**src/verilog/wrb_pkg.sv**
```systemverilog
//////////////////////////////////////////////////////////////////////
// Shared widths and types of the write-response bank
// Vector typedefs for IDs, slots, masks and messages
// Packed structs for grants, pops and the output register
//////////////////////////////////////////////////////////////////////

package wrb_pkg;

  localparam int IdWidth   = 2;
  localparam int NumIds    = 4;
  localparam int NumSlots  = 8;
  localparam int SlotWidth = 3;
  localparam int MsgWidth  = 16;

  typedef logic [IdWidth-1:0]   id_t;
  typedef logic [SlotWidth-1:0] slot_t;
  typedef logic [NumSlots-1:0]  slot_mask_t;
  typedef logic [NumIds-1:0]    id_mask_t;
  // Lower IdWidth bits carry the transaction ID
  typedef logic [MsgWidth-1:0]  msg_t;

  // Completed reservation
  typedef struct packed {
    logic  valid;
    id_t   id;
    slot_t slot;
  } wrb_grant_t;

  // Release decision taken by the arbiter
  typedef struct packed {
    logic  valid;
    id_t   id;
    slot_t slot;
  } wrb_pop_t;

  // Content of the output register
  typedef struct packed {
    msg_t  msg;
    slot_t slot;
  } wrb_out_t;

  typedef slot_t [NumIds-1:0] wrb_tails_t;

endpackage
```
**src/verilog/wrb_bank_top.sv**
```systemverilog
//////////////////////////////////////////////////////////////////////
// Top level of the write-response bank
// Connects slot allocator, per-ID lists and release arbiter
//////////////////////////////////////////////////////////////////////

`timescale 1ns/1ps

module wrb_bank_top (
  input  logic                clk_i,
  input  logic                rst_ni,
  // Reservation port
  input  wrb_pkg::id_t        res_id_i,
  input  logic                res_ready_i,
  output logic                res_valid_o,
  output wrb_pkg::slot_t      res_slot_o,
  // Input port
  input  logic                in_valid_i,
  input  wrb_pkg::msg_t       in_msg_i,
  output logic                in_ready_o,
  // Release enables and output port
  input  wrb_pkg::slot_mask_t release_en_i,
  input  logic                out_ready_i,
  output logic                out_valid_o,
  output wrb_pkg::msg_t       out_msg_o,
  output wrb_pkg::slot_mask_t released_o
);

  import wrb_pkg::*;

  wrb_grant_t grant;
  wrb_pop_t   pop;
  wrb_tails_t tails;
  id_mask_t   filled;
  msg_t       pop_msg;

  wrb_slot_alloc u_slot_alloc (
    .clk_i       (clk_i),
    .rst_ni      (rst_ni),
    .res_id_i    (res_id_i),
    .res_ready_i (res_ready_i),
    .freed_i     (released_o),
    .res_valid_o (res_valid_o),
    .res_slot_o  (res_slot_o),
    .grant_o     (grant)
  );

  wrb_id_lists u_id_lists (
    .clk_i      (clk_i),
    .rst_ni     (rst_ni),
    .grant_i    (grant),
    .in_valid_i (in_valid_i),
    .in_msg_i   (in_msg_i),
    .pop_i      (pop),
    .in_ready_o (in_ready_o),
    .tails_o    (tails),
    .filled_o   (filled),
    .pop_msg_o  (pop_msg)
  );

  wrb_release_arb u_release_arb (
    .clk_i        (clk_i),
    .rst_ni       (rst_ni),
    .release_en_i (release_en_i),
    .tails_i      (tails),
    .filled_i     (filled),
    .pop_msg_i    (pop_msg),
    .out_ready_i  (out_ready_i),
    .pop_o        (pop),
    .out_valid_o  (out_valid_o),
    .out_msg_o    (out_msg_o),
    .released_o   (released_o)
  );

endmodule

```
**src/verilog/wrb_release_arb.sv**
```systemverilog
//////////////////////////////////////////////////////////////////////
// Release arbiter of the write-response bank
// Lowest-ID selection among release-enabled tails
// Output register with valid/ready and one-hot released report
//////////////////////////////////////////////////////////////////////

`timescale 1ns/1ps

module wrb_release_arb (
  input  logic                clk_i,
  input  logic                rst_ni,
  input  wrb_pkg::slot_mask_t release_en_i,
  input  wrb_pkg::wrb_tails_t tails_i,
  input  wrb_pkg::id_mask_t   filled_i,
  input  wrb_pkg::msg_t       pop_msg_i,
  input  logic                out_ready_i,
  output wrb_pkg::wrb_pop_t   pop_o,
  output logic                out_valid_o,
  output wrb_pkg::msg_t       out_msg_o,
  output wrb_pkg::slot_mask_t released_o
);

  import wrb_pkg::*;

  id_mask_t cand;
  logic     out_valid_q;
  wrb_out_t out_q;
  logic     drain;

  assign drain = out_valid_q && out_ready_i;

  // Candidate IDs and lowest-ID priority
  always_comb begin
    pop_o = '0;
    for (int i = NumIds - 1; i >= 0; i--) begin
      cand[i] = filled_i[i] && release_en_i[tails_i[i]];
      if (cand[i]) begin
        pop_o.id   = id_t'(i);
        pop_o.slot = tails_i[i];
      end
    end
    // Register must be empty or handing over this cycle
    pop_o.valid = (|cand) && (!out_valid_q || out_ready_i);
  end

  always_ff @(posedge clk_i or negedge rst_ni) begin
    if (!rst_ni) begin
      out_valid_q <= 1'b0;
    end else if (pop_o.valid) begin
      out_valid_q <= 1'b1;
    end else if (drain) begin
      out_valid_q <= 1'b0;
    end
  end

  always_ff @(posedge clk_i) begin
    if (pop_o.valid) begin
      out_q.msg  <= pop_msg_i;
      out_q.slot <= pop_o.slot;
    end
  end

  assign out_valid_o = out_valid_q;
  assign out_msg_o   = out_q.msg;
  assign released_o  = drain ? (slot_mask_t'(1) << out_q.slot) : '0;

endmodule

```
**src/verilog/wrb_id_lists.sv**
```systemverilog
//////////////////////////////////////////////////////////////////////
// Per-ID linked lists of the write-response bank
// Tail, fill and head pointers with their counters
// Next-slot array and message store with combinational read
//////////////////////////////////////////////////////////////////////

`timescale 1ns/1ps

module wrb_id_lists (
  input  logic                clk_i,
  input  logic                rst_ni,
  input  wrb_pkg::wrb_grant_t grant_i,
  input  logic                in_valid_i,
  input  wrb_pkg::msg_t       in_msg_i,
  input  wrb_pkg::wrb_pop_t   pop_i,
  output logic                in_ready_o,
  output wrb_pkg::wrb_tails_t tails_o,
  output wrb_pkg::id_mask_t   filled_o,
  output wrb_pkg::msg_t       pop_msg_o
);

  import wrb_pkg::*;

  // Counts reach NumSlots, so one bit wider than a slot index
  typedef logic [SlotWidth:0] count_t;

  id_t                 in_id;
  logic                fill_fire;

  // Oldest slot, oldest unfilled reserved slot, newest slot
  slot_t [NumIds-1:0]  tail_q, tail_d;
  slot_t [NumIds-1:0]  fill_q, fill_d;
  slot_t [NumIds-1:0]  head_q, head_d;
  count_t [NumIds-1:0] resv_cnt_q, resv_cnt_d;
  count_t [NumIds-1:0] fill_cnt_q, fill_cnt_d;

  id_mask_t            grant_hit;
  id_mask_t            fill_hit;
  id_mask_t            pop_hit;
  id_mask_t            list_empty;

  slot_t               next_q [NumSlots];
  msg_t                mem_q  [NumSlots];

  assign in_id      = in_msg_i[IdWidth-1:0];
  assign in_ready_o = in_valid_i && (resv_cnt_q[in_id] != '0);
  assign fill_fire  = in_ready_o;

  always_comb begin
    for (int i = 0; i < NumIds; i++) begin
      grant_hit[i]  = grant_i.valid && (grant_i.id == id_t'(i));
      fill_hit[i]   = fill_fire && (in_id == id_t'(i));
      pop_hit[i]    = pop_i.valid && (pop_i.id == id_t'(i));
      list_empty[i] = (resv_cnt_q[i] == '0) && (fill_cnt_q[i] == '0);
      filled_o[i]   = fill_cnt_q[i] != '0;
    end
  end

  always_comb begin
    tail_d     = tail_q;
    fill_d     = fill_q;
    head_d     = head_q;
    resv_cnt_d = resv_cnt_q;
    fill_cnt_d = fill_cnt_q;
    for (int i = 0; i < NumIds; i++) begin
      if (grant_hit[i]) begin
        head_d[i] = grant_i.slot;
        if (list_empty[i]) begin
          tail_d[i] = grant_i.slot;
          fill_d[i] = grant_i.slot;
        end else if (resv_cnt_q[i] == '0) begin
          fill_d[i] = grant_i.slot;
        end
      end
      // The link of the old head is written at this edge, so forward the grant
      if (fill_hit[i]) begin
        fill_d[i] = (grant_hit[i] && (fill_q[i] == head_q[i])) ?
                    grant_i.slot : next_q[fill_q[i]];
      end
      if (pop_hit[i]) begin
        tail_d[i] = (grant_hit[i] && (tail_q[i] == head_q[i])) ?
                    grant_i.slot : next_q[tail_q[i]];
      end
      resv_cnt_d[i] = resv_cnt_q[i] + count_t'(grant_hit[i]) - count_t'(fill_hit[i]);
      fill_cnt_d[i] = fill_cnt_q[i] + count_t'(fill_hit[i]) - count_t'(pop_hit[i]);
    end
  end

  always_ff @(posedge clk_i or negedge rst_ni) begin
    if (!rst_ni) begin
      tail_q     <= '0;
      fill_q     <= '0;
      head_q     <= '0;
      resv_cnt_q <= '0;
      fill_cnt_q <= '0;
    end else begin
      tail_q     <= tail_d;
      fill_q     <= fill_d;
      head_q     <= head_d;
      resv_cnt_q <= resv_cnt_d;
      fill_cnt_q <= fill_cnt_d;
    end
  end

  // Link the new slot behind the current head of a non-empty list
  always_ff @(posedge clk_i) begin
    if (grant_i.valid && !list_empty[grant_i.id]) begin
      next_q[head_q[grant_i.id]] <= grant_i.slot;
    end
    if (fill_fire) begin
      mem_q[fill_q[in_id]] <= in_msg_i;
    end
  end

  assign tails_o   = tail_q;
  assign pop_msg_o = mem_q[pop_i.slot];

endmodule

```
**src/verilog/wrb_slot_alloc.sv**
```systemverilog
//////////////////////////////////////////////////////////////////////
// Slot allocator of the write-response bank
// Occupancy bits, lowest-free-slot search, reservation handshake
//////////////////////////////////////////////////////////////////////

`timescale 1ns/1ps

module wrb_slot_alloc (
  input  logic                clk_i,
  input  logic                rst_ni,
  input  wrb_pkg::id_t        res_id_i,
  input  logic                res_ready_i,
  input  wrb_pkg::slot_mask_t freed_i,
  output logic                res_valid_o,
  output wrb_pkg::slot_t      res_slot_o,
  output wrb_pkg::wrb_grant_t grant_o
);

  import wrb_pkg::*;

  slot_mask_t occ_q;
  slot_mask_t occ_d;
  slot_mask_t res_mask;
  logic       res_hs;

  // Scan downwards so the lowest clear bit is the last one written
  always_comb begin
    res_slot_o = '0;
    for (int i = NumSlots - 1; i >= 0; i--) begin
      if (!occ_q[i]) begin
        res_slot_o = slot_t'(i);
      end
    end
  end

  assign res_valid_o = ~&occ_q;
  assign res_hs      = res_valid_o && res_ready_i;

  assign grant_o.valid = res_hs;
  assign grant_o.id    = res_id_i;
  assign grant_o.slot  = res_slot_o;

  // A free slot is never in freed_i, so set and clear do not collide
  assign res_mask = res_hs ? (slot_mask_t'(1) << res_slot_o) : '0;
  assign occ_d    = (occ_q & ~freed_i) | res_mask;

  always_ff @(posedge clk_i or negedge rst_ni) begin
    if (!rst_ni) begin
      occ_q <= '0;
    end else begin
      occ_q <= occ_d;
    end
  end

endmodule

```
**config.mk**
```make
export PLATFORM = sky130hd
export DESIGN_NAME = wrb_bank_top
export DESIGN_NICKNAME = d
export VERILOG_FILES = /design/src/verilog/wrb_pkg.sv /design/src/verilog/wrb_bank_top.sv /design/src/verilog/wrb_release_arb.sv /design/src/verilog/wrb_id_lists.sv /design/src/verilog/wrb_slot_alloc.sv
export SDC_FILE = /design/constraint.sdc
export NUM_CORES = 1
export LEC_CHECK = 0
export BUFFER_PORTS_ARGS = -buffer_cell sky130_fd_sc_hd__buf_2
export CELL_PAD_IN_SITES_DETAIL_PLACEMENT = 1
export CELL_PAD_IN_SITES_GLOBAL_PLACEMENT = 1
export CORE_ASPECT_RATIO = 0.75
export CORE_MARGIN = 5
export CORE_UTILIZATION = 52
export CTS_CLUSTER_SIZE = 20
export DETAILED_ROUTE_END_ITERATION = 6
export PLACE_DENSITY = 0.89
export SKIP_LAST_GASP = 1
export SLEW_MARGIN = 20
export SYNTH_ARGS = -nofsm -noshare
export SYNTH_HDL_FRONTEND = slang
export SYNTH_SLANG_ARGS = --single-unit
```
**constraint.sdc**
```tcl
create_clock -name clk_i -period 4.55 [get_ports clk_i]
set_input_delay 0.2275 -clock clk_i [delete_from_list [all_inputs] [get_ports clk_i]]
set_output_delay 0.2275 -clock clk_i [all_outputs]
set_load 0.02 [all_outputs]
```
---- After elaboration in Yosys (flattened, before gate mapping) ----
Memories as Yosys holds them, arrays and structs flattened. A register that Yosys moved wholly into a read port is not among the register bits.
Index checks and enable logic that the tools add are counted.
storage, ports and cells
  flip-flop bits (word level) ............. 80
  bits in writable memories ............... 152
  input port bits ......................... 31
  word-level logic and storage cells ...... 221
  memories ................................ 2
operators by class
  add/sub/neg operators ................... 16
  magnitude comparators ................... 6
  equal/unequal tests ..................... 17
  shift operators ......................... 2
  multiplexer cells ....................... 72
  bitwise gates (word level) .............. 3
  reduce and logical (&&, ||, !) cells .... 80
memories
  name               words  bits a word  read ports  clocked after memory_dff  write ports  RTL line            source
  u_id_lists.mem_q   8      16           1           1                         1            wrb_id_lists.sv:43  msg_t mem_q [NumSlots];
  u_id_lists.next_q  8      3            8           0                         1            wrb_id_lists.sv:42  slot_t next_q [NumSlots];
operators by type and width
  operator                                                                      count
  3-bit two-way mux                                                             46
  1-bit logical AND                                                             33
  4-bit by 1-bit adder with 4-bit output                                        8
  4-bit logical NOT                                                             8
  4-bit by 1-bit subtractor with 4-bit output                                   8
  2-bit nonzero test                                                            13
  3-bit equality test                                                           8
  5-bit two-way mux                                                             4
  4-bit nonzero test                                                            5
  3-bit by 4-bit less-than comparator with 1-bit output, second input constant  4
  8-bit two-way mux                                                             2
  2-bit AND reduction                                                           8
  1-bit by 3-bit left shift with 8-bit output, first input constant             2
  1-bit binary-select mux with 3-bit select                                     4
  3-bit binary-select mux with 2-bit select                                     2
  2-bit equality test, second input constant                                    6
  3-bit nonzero test                                                            4
  1-bit two-way mux                                                             11
  8-bit AND                                                                     1
  4-bit binary-select mux with 2-bit select                                     1
  8-bit inverter                                                                1
  8-bit OR                                                                      1
  8-bit AND reduction                                                           1
  2-bit by 1-bit equality test with 1-bit output, second input constant         3
  7 further kinds                                                               12

---- Logic depth before layout (Yosys ltp) ----
  depth after elaboration ................. 12
  mapped depth ............................ 13

---- By module ----
A second synthesis with hierarchy kept.
second synthesis, totals
  cell total of the unflattened synthesis .. 918
  area total of the unflattened synthesis .. 13,162.6 µm²
by module, submodules not included
  module           times used  cells each  area an instance (µm²)
  wrb_id_lists     1           751         11,387.2
  wrb_release_arb  1           119         1,317.5
  wrb_slot_alloc   1           48          457.9

---- Worst setup path after synthesis ----
OpenSTA, ideal clock, no wires.
  path kind ............................... input port to flip-flop
  start point ............................. input in_msg_i[0]
  end point ............................... memory u_id_lists.mem_q[2][0] in the netlist's numbering, enable pin
  arrival ................................. 2,986 ps
  setup slack ............................. 1,128 ps
  cell stages on the path ................. 6
  path buffers ............................ 2
  cells stage by stage .................... clkbuf_1 -> nand2b_1 -> o22ai_1 -> o21ai_0 -> clkbuf_1 -> nor4b_1
on the way
  longest elaborated chain between the ends .. 6
ends and longest elaborated chain
  element                                    RTL line             source
  start, declared                            wrb_bank_top.sv:18   input wrb_pkg::msg_t in_msg_i,
  4-bit binary-select mux with 2-bit select  wrb_id_lists.sv:46   assign in_ready_o = in_valid_i && (resv_cnt_q[in_id] != '0);
  4-bit two-way mux (implied by the code)    wrb_id_lists.sv:46
  4-bit nonzero test                         wrb_id_lists.sv:46
  1-bit logical AND                          wrb_id_lists.sv:46
  1-bit two-way mux                          wrb_id_lists.sv:110  if (fill_fire) begin
  1-bit two-way mux (implied by the code)    wrb_id_lists.sv:111  mem_q[fill_q[in_id]] <= in_msg_i;
  end, declared                              wrb_id_lists.sv:43
Several ways; a longest one is shown, not always the timed one. The select of a mux whose other input is x is not followed.

==> out/results.txt <==
vias = 9070
Peak Freq = 247 MHz
RSZ-0062 raised after global routing = no
GR Util All Layers = 27.6%
Pwr Density = 828 nW/um2
CP arrival = 4.51 ns
most used cell, CP = ha_1
synth-to-layout area growth = 12.2%
clock latency on the worst-skew pair = 0.55 ns
fin worst setup slack = 0.503 ns
clk slew on worst S/H paths = 0.07 ns
Final Hold Viols = 0
max cap viols = 0
drt first pass iters = 6
max_slew headroom = 33.9%
I/O pins = 61
share of post-route cells with drive strength above 1 = 22.1%
outcome = completed
H-tree Lvls = 1
synth unique cells = 64
Core ar. = 25000 um2
Fin Setup TNS = 0 ns
iteration-0 DRC count of the detailed router = 1018
clock period minus worst slack = 4.05 ns
GR Overflow Total = 0
CP required = 5.02 ns
largest net degree at the start of global routing = 78
initial antenna violation count = 0
post-layout util = 59.4%
fin crit share = 88.9%
dominant synthesized flop cell = edfxtp_1
Reg2Reg Depth = 11
dpl hpwl = 25800 um
worst r2r dst = u_id_lists.fill_cnt_q[15]
clk sinks = 248
Routed Antenna Nets = 0
Routed WL = 40100 um
design area = 14900 um2
number of diodes = 0
Die Area = 28800 um2
Crit Path Max Fanout = 13
first-pass GRT wire length = 60800 um
CP Capture Type = register
Slew Viols, Final = 0
reg2reg start = u_id_lists.tails_o[0]
drt via density = 6.58
CP max-delay cell = nor4_1
post-DR wirelength/cell = 29.1 um
routability cong. = 0.960
Yosys reg bits = 248
Pleak = 5.98 nW
Avg Inst Size Synth = 13.8 um2
hold depth = 3
post-synthesis net count = 1040
Hold Crit Class = input pin to register
FF-to-FF setup slack = 0.50 ns
CTS tree = yes
WHS = 0.0208 ns
die extent in y = 148 um
Clock Path Buffers = 3
Hold Crit Endpoint = u_slot_alloc.occ_q[0]
Layout fillers = 2409
max incr delay on CP = 0.87 ns
Die X = 194 um
endpoints failing setup = 0
Worst VDD drop = 0.391 mV
clock root cell = clkbuf_16
placed inst area = 13900 um2
Net count, final = 1100
Post-Syn Area = 13200 um2
drt drc = 0
CTS Buf Count = 25
Hold Crit Start = res_ready_i
YS warnings = 0
Bufs and invs on worst path = 1
clk_skew = 0.0160 ns
cells along the critical path = mux4_2, nor2_1, or3_4, nand2_2, nor4_1, ha_1, inv_1, ha_1, a21o_1, a21oi_1, xor2_1
Syn Inst Count = 961
row count = 50
post-synthesis sequential area ratio = 53.3%
Place WS = 0.646 ns
vias in the first global route = 9537
Post-synth EDFFs = 171
Initial Util = 52.9%
Critical Path Start Type = register
WS Path Type = register to register
Worst Tran Pin Value = 0.979 ns
asr flop ratio synth = 31.0%
Post-CTS Setup Bufs = 0
Crit path max-delay family = simple AND/OR/NAND/NOR gates
buffers added on ports = 60
placed cells by master, fill, tap and decap left out, types with 5 or more instances in the layout:
master	instances
and2_1	6
fa_1	8
a21o_1	9
nor4_1	7
ha_1	40
o22ai_1	9
mux2_2	39
edfxtp_1	171
a21oi_1	21
clkbuf_16	25
nor2_1	30
dfrtp_1	77
buf_2	59
nor2b_1	6
inv_1	76
buf_4	13
nor3_1	9
xor2_1	35
o21ai_0	33
nand2b_1	14
mux2i_1	127
nand3_1	14
xnor2_1	5
dlygate4sd3_1	14
mux4_2	57
nand2_1	45
per-stage QoR:
stage / instances / power, W
final: 1378 / 0.0123
after floorplan: 961 / 0.00821
after global placement: 1318 / 0.00933
after CTS: 1378 / 0.0121
after global routing: 1378 / 0.0129
after detailed placement: 1318 / 0.00985
repair_timing:
item,CTS,global route
hold buffers,14,0
resized for setup,0,0
hold endpoints to repair,181,0
cell usage after synthesis (9+ instances only):
library cell / count / area share (%)
a21o_1: 9 / 0.51
a21oi_1: 21 / 0.79
buf_4: 21 / 1.2
clkbuf_1: 19 / 0.54
dfrtp_1: 77 / 15
edfxtp_1: 171 / 39
ha_1: 40 / 3.8
inv_1: 76 / 2.2
mux2_2: 39 / 3.3
mux2i_1: 127 / 9.6
mux4_2: 57 / 9.7
nand2_1: 45 / 1.3
nand2b_1: 14 / 0.66
nand3_1: 14 / 0.53
nor2_1: 30 / 0.85
nor3_1: 11 / 0.42
o21ai_0: 34 / 1.3
o22ai_1: 9 / 0.43
xor2_1: 35 / 2.3
cells by family after synthesis:
| group | count (synthesis) | share of synthesized area, % |
|---|---|---|
| flops | 248 | 53.3 |
| mux | 223 | 22.6 |
| simple gates | 162 | 6.34 |
| buf+inv | 133 | 4.61 |
| compound gates | 107 | 5.48 |
| fa+ha+maj | 48 | 4.99 |
| xor+xnor | 40 | 2.65 |
worst register-to-register path, cell delays in order, from the launching register on:
cell     delay, ns
dfrtp_1       0.84
mux4_2        0.62
nor2_1        0.15
or3_4         0.20
nand2_2       0.14
nor4_1        0.87
ha_1          0.30
inv_1         0.07
ha_1          0.28
a21o_1        0.19
a21oi_1       0.17
xor2_1        0.15
metal layers:
metal / vias to the layer above / track usage [%] / routed length, um
met5: - / 0 / 0
met4: 0 / 9.31 / 1690
met3: 133 / 8.22 / 4390
met2: 611 / 43.7 / 18600
met1: 4604 / 37.0 / 15300
li1: 3722 / - / -
power breakdown:
part | internal, W | switching (W) | leakage, nW
clock network | 0.00124 | 0.000925 | 0.400
registers | 0.00321 | 0.000899 | 2.48
logic | 0.00276 | 0.00328 | 3.10
total | 0.00721 | 0.00510 | 5.98
registers in the layout, summed over array words and instances, names as in the netlist:
signal                     count
u_id_lists.fill_cnt_q         16
u_release_arb.out_valid_o      1
u_id_lists.mem_q             128
u_id_lists.tails_o            12
u_slot_alloc.occ_q             8
u_id_lists.head_q             12
u_release_arb.out_q            3
u_id_lists.fill_q             12
u_id_lists.next_q             24
u_release_arb.out_msg_o       16
u_id_lists.resv_cnt_q         16
worst max path at each step:
stage,startpoint,endpoint,cells after the start,slack [ns]
global placement,u_id_lists.tails_o[0],u_id_lists.fill_cnt_q[15],11,0.74
finish,u_id_lists.tails_o[0],u_id_lists.fill_cnt_q[15],11,0.50
floorplan,in_msg_i[0],u_id_lists.mem_q[2][0],6,1.13
detailed placement,u_id_lists.tails_o[0],u_id_lists.fill_cnt_q[14],10,0.65
CTS,u_id_lists.tails_o[0],u_id_lists.fill_cnt_q[15],11,0.53
global route,u_id_lists.tails_o[0],u_id_lists.fill_cnt_q[15],11,0.22
area by class of cell:
| class | count | area, um2 | share of cell area, % |
|---|---|---|---|
| inverters | 76 | 285 | 1.92 |
| repair buffers | 90 | 604 | 4.07 |
| clock buffers | 29 | 641 | 4.31 |
| multi-input cells | 580 | 5650 | 38.0 |
| clock inverters | 17 | 195 | 1.31 |
| flip-flops and latches | 248 | 7060 | 47.5 |
| well taps | 338 | 423 | 2.85 |
(Power assumes the default switching activity.)
